--- src/design/cnn_host_pkg.sv ---
package cnn_host_pkg;

	// --------------------------------------------------
	// basic word and address types
	// --------------------------------------------------
	typedef logic [31:0] word_t;        // one pipe or scratch word
	typedef logic [15:0] saddr_t;       // scratch word address
	typedef logic [29:0] dram_addr_t;   // engine side address field

	localparam int CMD_WORDS = 8;       // words in one layer command

	// codes 4..7 are not defined and rejected by the sequencer
	typedef enum logic [2:0] {
		OP_NONE    = 3'd0,
		OP_CONV    = 3'd1,
		OP_MAXPOOL = 3'd2,
		OP_AVEPOOL = 3'd3
	} op_type_e;

	// --------------------------------------------------
	// host control word
	// --------------------------------------------------
	typedef struct packed {
		logic   reads_en;               // scratch -> pipe-out
		logic   writes_en;              // pipe-in -> scratch
		logic   op_en;                  // start one layer command
		saddr_t xfer_addr;              // start address of a block transfer
		saddr_t cmd_addr;               // address of the 8-word command
	} host_ctrl_t;

	// --------------------------------------------------
	// unpacked layer command, 256 bits
	// --------------------------------------------------
	typedef struct packed {
		logic [2:0]  op_type;
		logic [3:0]  stride;
		logic [7:0]  kernel;
		logic [7:0]  i_side;
		logic [7:0]  o_side;
		logic [15:0] i_channel;
		logic [15:0] o_channel;
		logic [1:0]  result_mask;
		logic [7:0]  kernel_size;
		logic [15:0] stride2;
		dram_addr_t  data_start;
		dram_addr_t  weight_start;
		dram_addr_t  p0_result_start;
		dram_addr_t  p1_result_start;
		logic [7:0]  p0_pad_head;
		logic [7:0]  p0_pad_body;
		logic [7:0]  p1_pad_head;
		logic [7:0]  p1_pad_body;
		logic [14:0] spare;             // rounds the struct out to 256
	} layer_cmd_t;

	// word slots of a command in scratch, in address order
	localparam int CW_SHAPE     = 0;    // op, stride, kernel, sides
	localparam int CW_CHANNEL   = 1;    // i_channel low, o_channel high
	localparam int CW_MISC      = 2;    // result_mask, kernel_size, stride2
	localparam int CW_WEIGHT    = 3;
	localparam int CW_DATA      = 4;
	localparam int CW_P0_RESULT = 5;
	localparam int CW_P1_RESULT = 6;
	localparam int CW_PAD       = 7;    // four pad bytes, p0 head first

endpackage

--- src/design/pipe_fifo.sv ---
module pipe_fifo import cnn_host_pkg::*; #(
	parameter int FIFO_DEPTH  = 64,
	parameter int BLOCK_WORDS = 16,
	parameter int HEADROOM    = 4
) (
	input  logic  okClk,
	input  logic  i_reset,
	input  logic  i_push,
	input  word_t i_push_data,
	input  logic  i_pop,
	output word_t o_head,
	output logic  o_valid,
	output logic  o_full,
	output logic  o_two_free,
	output logic  o_block_space,
	output logic  o_block_avail
);

	localparam int PTR_W = $clog2(FIFO_DEPTH);
	localparam int CNT_W = $clog2(FIFO_DEPTH + 1);

	word_t            mem [FIFO_DEPTH];
	logic [PTR_W-1:0] wr_ptr;
	logic [PTR_W-1:0] rd_ptr;
	logic [CNT_W-1:0] count;
	logic             do_push;
	logic             do_pop;

	// wraps at FIFO_DEPTH, depth need not be a power of two
	function automatic logic [PTR_W-1:0] ptr_inc(input logic [PTR_W-1:0] p);
		return (p == PTR_W'(FIFO_DEPTH - 1)) ? '0 : p + 1'b1;
	endfunction

	assign o_valid    = (count != '0);                      // show-ahead head is live
	assign o_full     = (count == CNT_W'(FIFO_DEPTH));
	assign o_two_free = (count <= CNT_W'(FIFO_DEPTH - 2));  // room for two in-flight words
	assign o_head     = mem[rd_ptr];
	assign do_push    = i_push && !o_full;                  // overflow is dropped
	assign do_pop     = i_pop && o_valid;                   // underflow is dropped

	always_ff @(posedge okClk) begin
		if (do_push) begin
			mem[wr_ptr] <= i_push_data;
		end
	end

	always_ff @(posedge okClk) begin
		if (i_reset) begin
			wr_ptr <= '0;
			rd_ptr <= '0;
			count  <= '0;
		end else begin
			if (do_push) begin
				wr_ptr <= ptr_inc(wr_ptr);
			end
			if (do_pop) begin
				rd_ptr <= ptr_inc(rd_ptr);
			end
			count <= count + CNT_W'(do_push) - CNT_W'(do_pop);
		end
	end

	// --------------------------------------------------
	// block flags, one cycle behind the count
	// --------------------------------------------------
	always_ff @(posedge okClk) begin
		if (i_reset) begin
			o_block_space <= 1'b0;
			o_block_avail <= 1'b0;
		end else begin
			o_block_space <= (FIFO_DEPTH - int'(count)) >= (BLOCK_WORDS + HEADROOM);
			o_block_avail <= int'(count) >= BLOCK_WORDS;    // a whole block can be read out
		end
	end

	a_no_overflow : assert property (@(posedge okClk) disable iff (i_reset)
		!(i_push && o_full));
	a_no_underflow : assert property (@(posedge okClk) disable iff (i_reset)
		!(i_pop && !o_valid));

endmodule

--- config.mk ---
export PLATFORM = sky130hd
export DESIGN_NAME = pipe_fifo
export DESIGN_NICKNAME = d
export VERILOG_FILES = /design/src/design/cnn_host_pkg.sv /design/src/design/pipe_fifo.sv
export SDC_FILE = /design/constraint.sdc
export NUM_CORES = 2
export LEC_CHECK = 0
export BUFFER_PORTS_ARGS = -buffer_cell sky130_fd_sc_hd__buf_2
export CAP_MARGIN = 10
export CELL_PAD_IN_SITES_DETAIL_PLACEMENT = 1
export CELL_PAD_IN_SITES_GLOBAL_PLACEMENT = 2
export CORE_UTILIZATION = 45
export CTS_CLUSTER_DIAMETER = 30
export DETAILED_ROUTE_END_ITERATION = 8
export PLACE_DENSITY_LB_ADDON = 0.1
export SETUP_SLACK_MARGIN = 0.4
export SYNTH_ARGS = -nofsm -noshare
export SYNTH_HDL_FRONTEND = slang
export SYNTH_SLANG_ARGS = --single-unit
--- constraint.sdc ---
create_clock -name okClk -period 10 [get_ports okClk]
set_clock_uncertainty 0.05 [all_clocks]
set_input_delay 0.5 -clock okClk [delete_from_list [all_inputs] [get_ports okClk]]
set_output_delay 0.5 -clock okClk [all_outputs]
set_load 0.02 [all_outputs]
==> flow_summary_export.csv <==
group,metric,value,unit
synthesis,synth-simple-area-share,1.787,%
final_layout,mostFrequentLayoutCells,"2048 x edfxtp_1, 495 x mux4_2, 447 x clkbuf_16, 123 x o22ai_1, 117 x buf_4",
setup_path,rrSetupSlack,5.21,ns
final_layout,area_growth,24.06,%
timing,maxSlewViolCount,0,
synthesis,synth_top_family_by_area,"multiplexers",
clock_network,cts_htree_levels,5,
synthesis,syn_area,79060,µm²
synthesis,seq_area_frac_synth,78.47,%
grt,grt_pass1_wl,317100,µm
grt,grt_pass1_vias,42630,
placed_design,globalplace.congestion,0.8434,
final_layout,stdcell_count,6634,
final_layout,layout_commonest_cell,"edfxtp_1",
setup_path,end_kind,"primary output",
synthesis,yosys-mux-area-fraction,15.17,%
synthesis,synth_top_area_cell,"edfxtp_1",
clock_network,clkTransAtPathRegs,0.06,ns
job,maxCapViolations,0,
power_and_ir_drop,p_leak,31.08,nW
synthesis,synth_cells,3492,
route,via_per_inst,5.912,
placed_design,postPlaceCellArea,82930,µm²
synthesis,synth_xor_area_share,0.1219,%
timing,hold_violations,0,
route,ant_nets,0,
timing,finalCritPeriodShare,61.45,%
synthesis,synth-compound-area-share,2.708,%
timing,setup_tns,0,ns
placed_design,hpwlAfterDp,121500,µm
synthesis,synth_top_area_share,77.78,%
floorplan,die_area,177400,µm²
synthesis,synth_edf_count,2048,
synthesis,ys_seq_elements,2075,
route,wire_per_inst,33.58,µm
clock_network,root_buffer,"clkbuf_16",
grt,antenna_found_initial,9,
setup_path,cp_data_arrival_time,5.59,ns
timing,worstMarginPinSlew,1.226,ns
synthesis,synth.distinct_cells,51,
route,num_vias,39220,
final_layout,fin_area,98090,µm²
power_and_ir_drop,power_density,282.2,nW/µm²
synthesis,synth_flop_cell,"edfxtp_1",
hold_path,hold_path.startpoint,"i_push_data[18]",
final_layout,utilization,56.31,%
hold_path,holdPathStages,1,
floorplan,coreArea,174200,µm²
synthesis,avgSynthCellArea,22.64,µm²
synthesis,yosys_warnings,0,
timing,rsz0062_at_grt,"false",
floorplan,fp.dieH,421.2,µm
timing,max_freq,162.7,MHz
setup_path,rr_startpoint,"count[4]",
clock_network,cts-buffers-inserted,440,
synthesis,synth.area.top_cells,"edfxtp_1 78%, mux4_2 14%, mux2i_1 0.99%",
synthesis,syn_nets,3550,
route,drtIter0Drc,3762,
final_layout,final_nets,4007,
setup_path,critPathRequiredTime,9.45,ns
route,firstDrtPassIters,5,
final_layout,drive_gt1_share,34.68,%
route,drc,0,
synthesis,yosys.area_share.adder,0.3577,%
route,wirelength,222700,µm
clock_network,clock_sinks,2075,
floorplan,die_w,421.2,µm
placed_design,io_buffers,72,
setup_path,worst_r2r_endpoint,"mem[62][19]",
power_and_ir_drop,irDropWorstVdd,229.9,µV
timing,finalSetupViolations,0,
timing,finalCriticalPeriod,6.145,ns
clock_network,clk_path_buf_depth,4,
timing,worst_slack,3.855,ns
timing,slew_headroom,18.24,%
grt,grt.total_usage,25.26,%
setup_path,worstSetupPathType,"flip-flop to primary output",
floorplan,num_io_pins,73,
synthesis,synthArstFlopShare,0,%
clock_network,cts_tree,"built",
floorplan,rows,153,
floorplan,initial_utilization,45.39,%
grt,grt_overflow_total,0,
placed_design,dp_cells,5827,
placed_design,pre_cts_slack,4.878,ns
setup_path,worstPathMaxFanout,69,
run_status,outcome,"finished clean",
setup_path,startpoint_type,"flip-flop",
hold_path,hold-path-endpoint,"mem[21][18]",
setup_path,r2r.worst_path.cells,11,
hold_path,hp-class,"input pin to flip-flop",
clock_network,insertion_delay,0.96,ns
grt,grt_max_degree,114,
[metrics by stage]
| stage | hold slack, ns | total power [mW] |
|---|---|---|
| floorplan | 0.4217 | 12.16 |
| global placement | 0.4481 | 13.17 |
| detailed placement | 0.4596 | 13.21 |
| CTS | 0.06115 | 27.94 |
| global route | 0.04352 | 28.45 |
| finish | 0.05104 | 27.68 |
[report_power, final]
part / leakage, nW / total [mW] / internal [mW] / switching, mW
Clock: 7.25 / 14.7 / 10.0 / 4.66
Sequential: 18.6 / 9.75 / 9.66 / 0.0851
Combinational: 5.18 / 3.25 / 1.44 / 1.80
Total: 31.1 / 27.7 / 21.1 / 6.55
[per-layer routing]
| layer | track usage (%) | wire length (µm) | vias to the layer above |
|---|---|---|---|
| li1 | - | - | 16050 |
| met1 | 33.66 | 91060 | 21340 |
| met2 | 41.78 | 111000 | 1421 |
| met3 | 4.899 | 13890 | 399 |
| met4 | 8.648 | 6760 | 8 |
| met5 | 0 | 51 | - |
[registers in the layout, indices dropped and copies added, names as in the netlist, named ones only]
| name | cells |
|---|---|
| rd_ptr | 6 |
| o_block_space | 1 |
| count | 7 |
| o_block_avail | 1 |
| wr_ptr | 6 |
| mem | 2048 |
[worst max-delay path: stages (launching register included)]
cell     delay (ns)
dfxtp_4        0.91
buf_4          0.94
nor2_2         0.08
buf_4          0.27
nand2_1        0.11
buf_4          0.33
o22ai_1        0.11
nor4_1         1.01
o22a_1         0.49
buf_2          0.25
[kinds of logic (layout without fill, tap and decap cells)]
| group | after synthesis | after routing |
|---|---|---|
| compound gates | 313 | 313 |
| xor+xnor | 11 | 11 |
| fa+ha+maj | 22 | 22 |
| buf+inv | 206 | 1019 |
| flops | 2075 | 2075 |
| mux | 579 | 579 |
| other cells | 0 | 4 |
| simple gates | 286 | 286 |
[cell usage after synthesis (20+ instances only)]
master	instances
edfxtp_1	2048
mux4_2	495
o22ai_1	123
nor2_1	113
mux2i_1	78
clkbuf_1	74
a21oi_1	47
buf_2	47
buf_4	44
nand2_1	30
o221ai_1	30
nor2b_1	29
nor3_1	29
dfxtp_1	27
nor4_1	26
a221oi_1	22
o21ai_0	22
ha_1	21
o22a_1	20
[repair_timing]
item | in CTS | in global routing
setup buffers | 0 | 0
hold buffers | 1 | 0
gates resized for setup | 0 | 0
hold endpoints to repair | 12 | 0
[area by class of cell]
type | count | area (µm²)
fillers | 14630 | 76120
flip-flops and latches | 2075 | 62050
well taps | 2325 | 2909
multi-input cells | 1211 | 16420
repair buffers | 208 | 1589
clock inverters | 309 | 3715
clock buffers | 489 | 11340
inverters | 13 | 48.80
diodes | 4 | 10.01
[worst max-delay path by stage]
| stage | startpoint | slack (ns) | end | cells past startpoint |
|---|---|---|---|---|
| 2_1_floorplan | count[4] | 6.17 | mem[62][0] | 10 |
| 3_5_place_dp | flip-flop | 4.88 | o_head[28] | 9 |
| 4_1_cts | flip-flop | 3.84 | o_head[28] | 9 |
| 3_3_place_gp | flip-flop | 4.71 | o_head[12] | 9 |
| 6_report | flip-flop | 3.86 | o_head[28] | 9 |
| 5_1_grt | flip-flop | 3.78 | o_head[28] | 9 |
(Power assumes the default switching activity.)
