==> src/design/cnn_host_pkg.sv <==
package cnn_host_pkg;

	// --------------------------------------------------
	// basic word and address types
	// --------------------------------------------------
	typedef logic [31:0] word_t;        // one pipe or scratch word
	typedef logic [15:0] saddr_t;       // scratch word address
	typedef logic [29:0] dram_addr_t;   // engine side address field

	localparam int CMD_WORDS = 8;       // words in one layer command

	// codes 4..7 are not defined and rejected by the sequencer
	typedef enum logic [2:0] {
		OP_NONE    = 3'd0,
		OP_CONV    = 3'd1,
		OP_MAXPOOL = 3'd2,
		OP_AVEPOOL = 3'd3
	} op_type_e;

	// --------------------------------------------------
	// host control word
	// --------------------------------------------------
	typedef struct packed {
		logic   reads_en;               // scratch -> pipe-out
		logic   writes_en;              // pipe-in -> scratch
		logic   op_en;                  // start one layer command
		saddr_t xfer_addr;              // start address of a block transfer
		saddr_t cmd_addr;               // address of the 8-word command
	} host_ctrl_t;

	// --------------------------------------------------
	// unpacked layer command, 256 bits
	// --------------------------------------------------
	typedef struct packed {
		logic [2:0]  op_type;
		logic [3:0]  stride;
		logic [7:0]  kernel;
		logic [7:0]  i_side;
		logic [7:0]  o_side;
		logic [15:0] i_channel;
		logic [15:0] o_channel;
		logic [1:0]  result_mask;
		logic [7:0]  kernel_size;
		logic [15:0] stride2;
		dram_addr_t  data_start;
		dram_addr_t  weight_start;
		dram_addr_t  p0_result_start;
		dram_addr_t  p1_result_start;
		logic [7:0]  p0_pad_head;
		logic [7:0]  p0_pad_body;
		logic [7:0]  p1_pad_head;
		logic [7:0]  p1_pad_body;
		logic [14:0] spare;             // rounds the struct out to 256
	} layer_cmd_t;

	// word slots of a command in scratch, in address order
	localparam int CW_SHAPE     = 0;    // op, stride, kernel, sides
	localparam int CW_CHANNEL   = 1;    // i_channel low, o_channel high
	localparam int CW_MISC      = 2;    // result_mask, kernel_size, stride2
	localparam int CW_WEIGHT    = 3;
	localparam int CW_DATA      = 4;
	localparam int CW_P0_RESULT = 5;
	localparam int CW_P1_RESULT = 6;
	localparam int CW_PAD       = 7;    // four pad bytes, p0 head first

endpackage

==> src/design/command_sequencer.sv <==
module command_sequencer import cnn_host_pkg::*; (
	input  logic       okClk,
	input  logic       i_reset,
	input  logic       i_op_en,
	output logic       o_fetch_req,
	input  logic       i_fetch_ack,
	input  word_t      i_cmd_word,
	input  logic       i_cmd_word_valid,
	output layer_cmd_t o_layer_cmd,
	output logic       o_engine_req,
	input  logic       i_engine_ack,
	output logic       o_irq,
	output logic       o_cmd_error
);

	localparam int IDX_W = $clog2(CMD_WORDS);

	typedef enum logic [2:0] {
		IDLE,
		FETCH,
		RELEASE,
		CHECK,
		ENGINE_REQ,
		ENGINE_WAIT,
		DONE,
		ERROR
	} state_e;

	state_e           state;
	state_e           state_nxt;
	logic             op_en_q;
	logic             op_legal;
	logic [IDX_W-1:0] word_idx;
	word_t            cmd_words [CMD_WORDS];

	// --------------------------------------------------
	// control FSM
	// --------------------------------------------------
	always_comb begin
		state_nxt = state;
		case (state)
			IDLE:        if (i_op_en && !op_en_q) state_nxt = FETCH;
			FETCH:       if (i_fetch_ack) state_nxt = CHECK;
			CHECK:       state_nxt = op_legal ? RELEASE : ERROR;
			// both handshakes must be idle before the engine sees req
			RELEASE:     if (!i_fetch_ack && !i_engine_ack) state_nxt = ENGINE_REQ;
			ENGINE_REQ:  if (i_engine_ack) state_nxt = ENGINE_WAIT;
			ENGINE_WAIT: if (!i_engine_ack) state_nxt = DONE;
			DONE, ERROR: if (!i_op_en) state_nxt = IDLE;
			default:     state_nxt = IDLE;
		endcase
	end

	always_ff @(posedge okClk) begin
		if (i_reset) begin
			state    <= IDLE;
			op_en_q  <= 1'b0;
			word_idx <= '0;
		end else begin
			state   <= state_nxt;
			op_en_q <= i_op_en;
			if (state == IDLE) begin
				word_idx <= '0;
			end else if (state == FETCH && i_cmd_word_valid) begin
				word_idx <= word_idx + 1'b1;        // words arrive in address order
			end
		end
	end

	always_ff @(posedge okClk) begin
		if (state == FETCH && i_cmd_word_valid) begin
			cmd_words[word_idx] <= i_cmd_word;
		end
	end

	assign o_fetch_req  = (state == FETCH);
	assign o_engine_req = (state == ENGINE_REQ);
	assign o_irq        = (state == DONE);           // held until op_en drops
	assign o_cmd_error  = (state == ERROR);

	// --------------------------------------------------
	// command unpack, fixed word layout
	// --------------------------------------------------
	always_comb begin
		o_layer_cmd                 = '0;
		o_layer_cmd.op_type         = cmd_words[CW_SHAPE][2:0];
		o_layer_cmd.stride          = cmd_words[CW_SHAPE][7:4];    // bit 3 unused
		o_layer_cmd.kernel          = cmd_words[CW_SHAPE][15:8];
		o_layer_cmd.i_side          = cmd_words[CW_SHAPE][23:16];
		o_layer_cmd.o_side          = cmd_words[CW_SHAPE][31:24];
		o_layer_cmd.i_channel       = cmd_words[CW_CHANNEL][15:0];
		o_layer_cmd.o_channel       = cmd_words[CW_CHANNEL][31:16];
		o_layer_cmd.result_mask     = cmd_words[CW_MISC][1:0];
		o_layer_cmd.kernel_size     = cmd_words[CW_MISC][15:8];
		o_layer_cmd.stride2         = cmd_words[CW_MISC][31:16];
		o_layer_cmd.weight_start    = cmd_words[CW_WEIGHT][29:0];
		o_layer_cmd.data_start      = cmd_words[CW_DATA][29:0];
		o_layer_cmd.p0_result_start = cmd_words[CW_P0_RESULT][29:0];
		o_layer_cmd.p1_result_start = cmd_words[CW_P1_RESULT][29:0];
		o_layer_cmd.p0_pad_head     = cmd_words[CW_PAD][7:0];
		o_layer_cmd.p0_pad_body     = cmd_words[CW_PAD][15:8];
		o_layer_cmd.p1_pad_head     = cmd_words[CW_PAD][23:16];
		o_layer_cmd.p1_pad_body     = cmd_words[CW_PAD][31:24];
	end

	always_comb begin
		case (o_layer_cmd.op_type)
			OP_NONE, OP_CONV, OP_MAXPOOL, OP_AVEPOOL: op_legal = 1'b1;
			default:                                  op_legal = 1'b0;
		endcase
	end

	a_cmd_stable : assert property (@(posedge okClk) disable iff (i_reset)
		o_engine_req |=> $stable(o_layer_cmd));
	a_req_after_ack_low : assert property (@(posedge okClk) disable iff (i_reset)
		$rose(o_engine_req) |-> !i_engine_ack);

endmodule

==> config.mk <==
export PLATFORM = sky130hd
export DESIGN_NAME = command_sequencer
export DESIGN_NICKNAME = d
export VERILOG_FILES = /design/src/design/cnn_host_pkg.sv /design/src/design/command_sequencer.sv
export SDC_FILE = /design/constraint.sdc
export NUM_CORES = 1
export LEC_CHECK = 0
export ABC_CLOCK_PERIOD_IN_PS = 10400
export BUFFER_PORTS_ARGS = -buffer_cell sky130_fd_sc_hd__buf_2
export CORE_AREA = 2 2 185 114
export CTS_CLUSTER_DIAMETER = 60
export DETAILED_ROUTE_END_ITERATION = 8
export DIE_AREA = 0 0 187 116
export GPL_TIMING_DRIVEN = 0
export HOLD_SLACK_MARGIN = 0.02
export PLACE_DENSITY_LB_ADDON = 0.05
export SYNTH_ARGS = -nofsm -noshare
export SYNTH_HDL_FRONTEND = slang
export SYNTH_SLANG_ARGS = --single-unit
==> constraint.sdc <==
create_clock -name okClk -period 10.4 [get_ports okClk]
set_input_delay 3.12 -clock okClk [delete_from_list [all_inputs] [get_ports okClk]]
set_output_delay 3.12 -clock okClk [all_outputs]
set_load 0.01 [all_outputs]
==> impl_metrics.env, run 1 <==
export IMPL_synth_seq_area_share_pct=93.5
export IMPL_grt_pass1_vias=4338
export IMPL_r2r_start="state[0]$_SDFFE_PP0P_"
export IMPL_synthMostInstantiatedCell="edfxtp_1"
export IMPL_io_pin_count=298
export IMPL_clockBufferDepth=3
export IMPL_fin_area_um2=10700
export IMPL_hold_path_class="flip-flop to flip-flop"
export IMPL_syn_avg_cell_area_um2=24.5
export IMPL_p_comb_share_pct=5.3
export IMPL_drcViolationCount=0
export IMPL_wl_um=19800
export IMPL_drive_gt1_share_pct=54.2
export IMPL_yosysTopAreaCellShare_pct=91.7
export IMPL_p_seq_share_pct=55.2
export IMPL_dp_hpwl_um=13700
export IMPL_slew_headroom_pct=40.4
export IMPL_viasPerCell=4.58
export IMPL_required_ps=7280
export IMPL_critPathKind="flip-flop to primary output"
export IMPL_slew_violations=0
export IMPL_setup_tns_ps=0
export IMPL_cp_arrival_ps=1480
export IMPL_power_leakage_nw=4.09
export IMPL_drt_iter0_drc=415
export IMPL_insertion_delay_ps=500
export IMPL_netlist_top_cells_count="edfxtp_1 (241), buf_4 (16), nor2_1 (11)"
export IMPL_period_minus_slack_ps=4600
export IMPL_status="completed"
export IMPL_wl_per_cell_um=20.9
export IMPL_clk_pin_slew_ps=60
export IMPL_r2r_slack_ps=7910
export IMPL_async_flop_share_pct=0
export IMPL_hold_viol_final=0
export IMPL_fillers=1598
export IMPL_post_cts_buffers=0
export IMPL_crit_path_start_kind="flip-flop"
export IMPL_placed_area_um2=9990
export IMPL_startpoint="state[0]$_SDFFE_PP0P_"
export IMPL_synthTopCellsByArea="edfxtp_1 (92%), dfxtp_1 (1.8%), buf_4 (1.5%)"
export IMPL_cts_max_level=1
export IMPL_start_util_pct=39.7
export IMPL_cp_max_fo=9
export IMPL_grt_ovfl_total=0
export IMPL_maxCapViolations=0
export IMPL_fmax_mhz=218
export IMPL_coreArea_um2=19900
export IMPL_grt_max_degree=20
export IMPL_p_sw_mw=0.418
export IMPL_setup_viol=0
export IMPL_die_height_um=116
export IMPL_firstDrtPassIters=4
export IMPL_place_congestion=0.810
export IMPL_p_int_mw=1.61
export IMPL_cts_hold_buf=0
export IMPL_synth_seq_cells=248
export IMPL_cts_resized=0
export IMPL_clkPwrFrac_pct=39.6
export IMPL_yosys_warnings=0
export IMPL_p_per_area_nw_per_um2=190
export IMPL_swShare_pct=20.6
export IMPL_finalClockSkew_ps=10.7
export IMPL_nets=695
export IMPL_die_w_um=187
export IMPL_clkSinkCount=248
export IMPL_ys_types=33
export IMPL_grt_pass1_wl_um=28100
export IMPL_utilization_pct=53.9
export IMPL_min_delay_start="word_idx[0]$_SDFFE_PP0P_"
export IMPL_track_usage_pct=17.8
export IMPL_ys_flop_type="edfxtp_1"
export IMPL_synth_top_area_cell="edfxtp_1"
export IMPL_rsz0062_at_grt="no"
export IMPL_ir_drop_mv=0.138
export IMPL_synth_edf_count=241
export IMPL_syn_inst=322
export IMPL_fp_dieArea_um2=21700
export IMPL_port_buffers=282
export IMPL_numCtsBuffers=23
export IMPL_num_antenna_cells=0
export IMPL_cts_tree="built"
export IMPL_area_growth_synth_to_final_pct=35.7
export IMPL_cts_root_buf="clkbuf_16"
export IMPL_antenna_found_initial=0
export IMPL_synth_area_um2=7890
export IMPL_vias=4332
export IMPL_finalCritPeriodShare_pct=44.2
export IMPL_row_count=40
export IMPL_cp_end_kind="primary output"
export IMPL_ant_nets=0
export IMPL_tightest_slew_ps=889
[worst paths after layout]
check                                                  end  depth (start not counted)
worst min register to register    word_idx[0]$_SDFFE_PP0P_                          2
worst min-delay path              word_idx[0]$_SDFFE_PP0P_                          2
worst max-delay path                           o_fetch_req                          4
worst max register to register  cmd_words[0][15]$_DFFE_PP_                          6
[cell type report]
class / instances / area [um^2] / area share (%)
Buffer: 18 / 143 / 1.33
Timing Repair Buffer: 295 / 1650 / 15.4
Sequential cell: 248 / 7380 / 68.9
Inverter: 4 / 17.5 / 0.164
Clock buffer: 32 / 649 / 6.06
Tap cell: 273 / 342 / 3.19
Multi-Input combinational cell: 66 / 463 / 4.32
Clock inverter: 9 / 73.8 / 0.689
[kinds of logic after synthesis]
group,share of synthesized area [%]
compound gates,2.06
flops,93.5
simple gates,2.03
fa+ha+maj,0.159
other cells,0.0475
buf+inv,2.03
xor+xnor,0.206
[placed cells by master, fill, tap and decap left out, drive strengths merged, types with 6 or more instances in the layout]
cell	n
edfxtp	241
clkinv	8
a21oi	6
conb	15
nor2	12
buf	313
clkbuf	32
dfxtp	7
[flip-flops by register name, indices dropped and copies added, names as in the netlist]
name and count:
state 3, op_en_q 1, cmd_words 241, word_idx 3
[metal layers]
layer / track usage [%] / vias up / share of wire, % / routed length (um)
met5: 0 / - / 0 / 0
met4: 4.92 / 0 / 1.6 / 320
met3: 8.66 / 30 / 12 / 2380
met2: 26.8 / 239 / 44 / 8670
met1: 23.2 / 2146 / 42 / 8380
li1: - / 1917 / - / -
[worst max-delay path, cell delays in order (launching register included)]
cell	delay [ps]
dfxtp_1	330
buf_6	150
inv_4	80
nor3_4	240
buf_2	190
[through the flow]
stage / hold slack [ps] / instances / setup slack [ps] / power [mW]
2_1_floorplan: 493 / 336 / 4480 / 1.20
3_3_place_gp: 518 / 891 / 1590 / 1.24
3_5_place_dp: 556 / 904 / 5410 / 1.25
4_1_cts: 569 / 945 / 5790 / 2.05
5_1_grt: 583 / 945 / 5720 / 2.10
6_report: 579 / 945 / 5800 / 2.03
[power groups by stage]
stage / Combinational (mW) / Sequential (mW) / Clock, mW
final: 0.107 / 1.12 / 0.804
after global routing: 0.117 / 1.12 / 0.863
after detailed placement: 0.108 / 1.14 / 0
after global placement: 0.0973 / 1.15 / 0
after CTS: 0.108 / 1.12 / 0.825
after floorplan: 0.0458 / 1.15 / 0
Note: power is estimated with default switching activity, not from simulation.
==> inputs of run 2 (changes only) <==
--- a/config.mk
+++ b/config.mk
@@ -5,7 +5,8 @@
 export SDC_FILE = /design/constraint.sdc
 export NUM_CORES = 1
 export LEC_CHECK = 0
-export ABC_CLOCK_PERIOD_IN_PS = 10400
+export ABC_AREA = 1
+export ABC_CLOCK_PERIOD_IN_PS = 4300
 export BUFFER_PORTS_ARGS = -buffer_cell sky130_fd_sc_hd__buf_2
 export CORE_AREA = 2 2 185 114
 export CTS_CLUSTER_DIAMETER = 60
==> constraint.sdc (replaced) <==
create_clock -name okClk -period 4.3 [get_ports okClk]
set_input_delay 1.29 -clock okClk [delete_from_list [all_inputs] [get_ports okClk]]
set_output_delay 1.29 -clock okClk [all_outputs]
set_load 0.01 [all_outputs]
==> impl_metrics.env, run 2 <==
export IMPL_crit_path_start_kind="flip-flop"
export IMPL_largest_register_ffs=241
export IMPL_yosysTopAreaCellShare_pct=92.0
export IMPL_num_antenna_cells=0
export IMPL_cts_root_buf="clkbuf_16"
export IMPL_maxCapViolations=0
export IMPL_port_buffers=282
export IMPL_final_cell_mix="buf_2 (282), edfxtp_1 (241), clkbuf_16 (23), buf_4 (15), conb_1 (15)"
export IMPL_p_comb_share_pct=7.1
export IMPL_die_height_um=116
export IMPL_fp_dieArea_um2=21700
export IMPL_cp_arrival_ps=1480
export IMPL_yosys_warnings=0
export IMPL_rsz0062_at_grt="no"
export IMPL_async_flop_share_pct=0
export IMPL_p_seq_share_pct=54.7
export IMPL_clkSinkCount=248
export IMPL_clkPwrFrac_pct=38.3
export IMPL_clockBufferDepth=3
export IMPL_ys_flop_type="edfxtp_1"
export IMPL_ys_types=20
export IMPL_grt_pass1_vias=4318
export IMPL_cp_max_fo=7
export IMPL_min_to="word_idx[0]$_SDFFE_PP0P_"
export IMPL_swShare_pct=21.9
export IMPL_required_ps=3010
export IMPL_setup_viol=0
export IMPL_power_mw=5.07
export IMPL_grt_max_degree=23
export IMPL_status="completed"
export IMPL_cts_hold_buf=0
export IMPL_ant_nets=0
export IMPL_final_common_cell="buf_2"
export IMPL_cts_max_level=1
export IMPL_hold_viol_final=0
export IMPL_synth_top_family_by_area="simple AND/OR/NAND/NOR gates"
export IMPL_synthTopCellsByArea="edfxtp_1 (92%), dfxtp_1 (1.8%), buf_4 (1.4%)"
export IMPL_viasPerCell=4.47
export IMPL_synth_area_um2=7870
export IMPL_p_per_area_nw_per_um2=474
export IMPL_muxShareOfSynthArea_pct=0
export IMPL_clk_pin_slew_ps=60
export IMPL_grt_pass1_wl_um=27600
export IMPL_min_delay_start="word_idx[0]$_SDFFE_PP0P_"
export IMPL_die_w_um=187
export IMPL_wl_per_cell_um=20.0
export IMPL_reg_largest_list="cmd_words x241, state x3, word_idx x3"
export IMPL_critPathKind="flip-flop to primary output"
export IMPL_coreArea_um2=19900
export IMPL_setup_tns_ps=0
export IMPL_p_int_mw=3.96
export IMPL_slew_violations=0
export IMPL_top_register="cmd_words"
export IMPL_io_pin_count=298
export IMPL_track_usage_pct=17.2
export IMPL_synthSimpleGateAreaFrac_pct=3.05
export IMPL_vias=4308
export IMPL_drt_met1_wl_um=8710
export IMPL_synth_top_area_cell="edfxtp_1"
export IMPL_wl_met3_um=1850
export IMPL_fmax_mhz=361
export IMPL_wl_um=19300
export IMPL_grt_ovfl_total=0
export IMPL_p_sw_mw=1.11
export IMPL_slew_headroom_pct=46.6
export IMPL_finalClockSkew_ps=9.48
export IMPL_insertion_delay_ps=500
export IMPL_cp_end_kind="primary output"
export IMPL_finalCritPeriodShare_pct=64.4
export IMPL_area_growth_synth_to_final_pct=35.8
export IMPL_drt_iter0_drc=246
export IMPL_syn_inst=340
export IMPL_ff2ff_path_depth=6
export IMPL_antenna_found_initial=0
export IMPL_synthAdderAreaFrac_pct=0.159
export IMPL_nets=715
export IMPL_firstDrtPassIters=4
export IMPL_netlist_top_cells_count="edfxtp_1 (241), buf_4 (15), nor2_1 (14)"
export IMPL_synthMostInstantiatedCell="edfxtp_1"
export IMPL_r2r_start="state[0]$_SDFFE_PP0P_"
export IMPL_place_congestion=0.827
export IMPL_hold_path_class="flip-flop to flip-flop"
export IMPL_synth_seq_cells=248
export IMPL_ir_drop_mv=0.279
export IMPL_hold_depth=2
export IMPL_syn_avg_cell_area_um2=23.1
export IMPL_timing_rr_end="cmd_words[4][2]$_DFFE_PP_"
export IMPL_drive_gt1_share_pct=52.8
export IMPL_synth_compound_area_share_pct=0.716
export IMPL_dp_hpwl_um=13500
export IMPL_top_layer_used="met4"
export IMPL_utilization_pct=53.8
export IMPL_tightest_slew_ps=799
export IMPL_row_count=40
export IMPL_cts_resized=0
export IMPL_drcViolationCount=0
export IMPL_power_leakage_nw=4.11
export IMPL_period_minus_slack_ps=2770
export IMPL_synth_edf_count=241
export IMPL_numCtsBuffers=23
export IMPL_synth_xor_area_share_pct=0
export IMPL_cts_tree="built"
export IMPL_start_util_pct=39.6
export IMPL_post_cts_buffers=0
export IMPL_synth_seq_area_share_pct=93.8
export IMPL_r2r_slack_ps=1930
export IMPL_met2_length_um=8430
run 2: area by class of cell:
type | count | area [um^2]
Fill cell | 1628 | 9190
Sequential cell | 248 | 7380
Timing Repair Buffer | 297 | 1660
Clock buffer | 31 | 606
Multi-Input combinational cell | 74 | 418
Tap cell | 273 | 342
Buffer | 15 | 113
Clock inverter | 9 | 101
Inverter | 17 | 63.8
run 2: metrics by stage:
step | setup WS, ps | instance area, um^2 | std cells | hold WS, ps
6_report | 1530 | 10700 | 964 | 492
5_1_grt | 1460 | 10700 | 964 | 512
4_1_cts | 1520 | 10700 | 964 | 496
3_5_place_dp | 1280 | 9980 | 924 | 486
3_3_place_gp | -2090 | 9670 | 909 | 472
2_1_floorplan | 320 | 7920 | 354 | 457
run 2: worst max path at each step:
stage / depth (start not counted) / endpoint / slack, ps / startpoint
after floorplan: 2 / cmd_words[4][0]$_DFFE_PP_ / 320 / i_cmd_word_valid
final: 3 / o_fetch_req / 1530 / state[0]$_SDFFE_PP0P_
after detailed placement: 5 / cmd_words[4][9]$_DFFE_PP_ / 1280 / i_cmd_word_valid
after CTS: 3 / o_fetch_req / 1520 / state[0]$_SDFFE_PP0P_
after global routing: 3 / o_fetch_req / 1460 / state[0]$_SDFFE_PP0P_
after global placement: 3 / cmd_words[4][15]$_DFFE_PP_ / -2090 / i_cmd_word_valid
run 2: cells by family (layout without fill, tap and decap cells):
group / count (synthesis) / in the layout
flops: 248 / 248
buf+inv: 32 / 369
other cells: 1 / 15
compound gates: 10 / 10
simple gates: 48 / 48
fa+ha+maj: 1 / 1
run 2: critical path, cell delays in order (launching register included):
cell,delay (ps)
dfxtp_1,500
nand2_2,110
nor2_2,190
buf_2,190
run 2: metal layers:
layer  track usage [%]  vias up
met5                 0        -
met4              4.02        0
met3              6.97       27
met2              25.4      208
met1              24.2     2121
li1                  -     1952
run 2: power by group through the flow:
stage | logic [mW] | clock network [mW] | registers, mW
2_1_floorplan | 0.158 | 0 | 2.85
3_3_place_gp | 0.335 | 0 | 2.83
3_5_place_dp | 0.362 | 0 | 2.82
4_1_cts | 0.362 | 1.99 | 2.77
5_1_grt | 0.398 | 2.09 | 2.78
6_report | 0.358 | 1.94 | 2.77
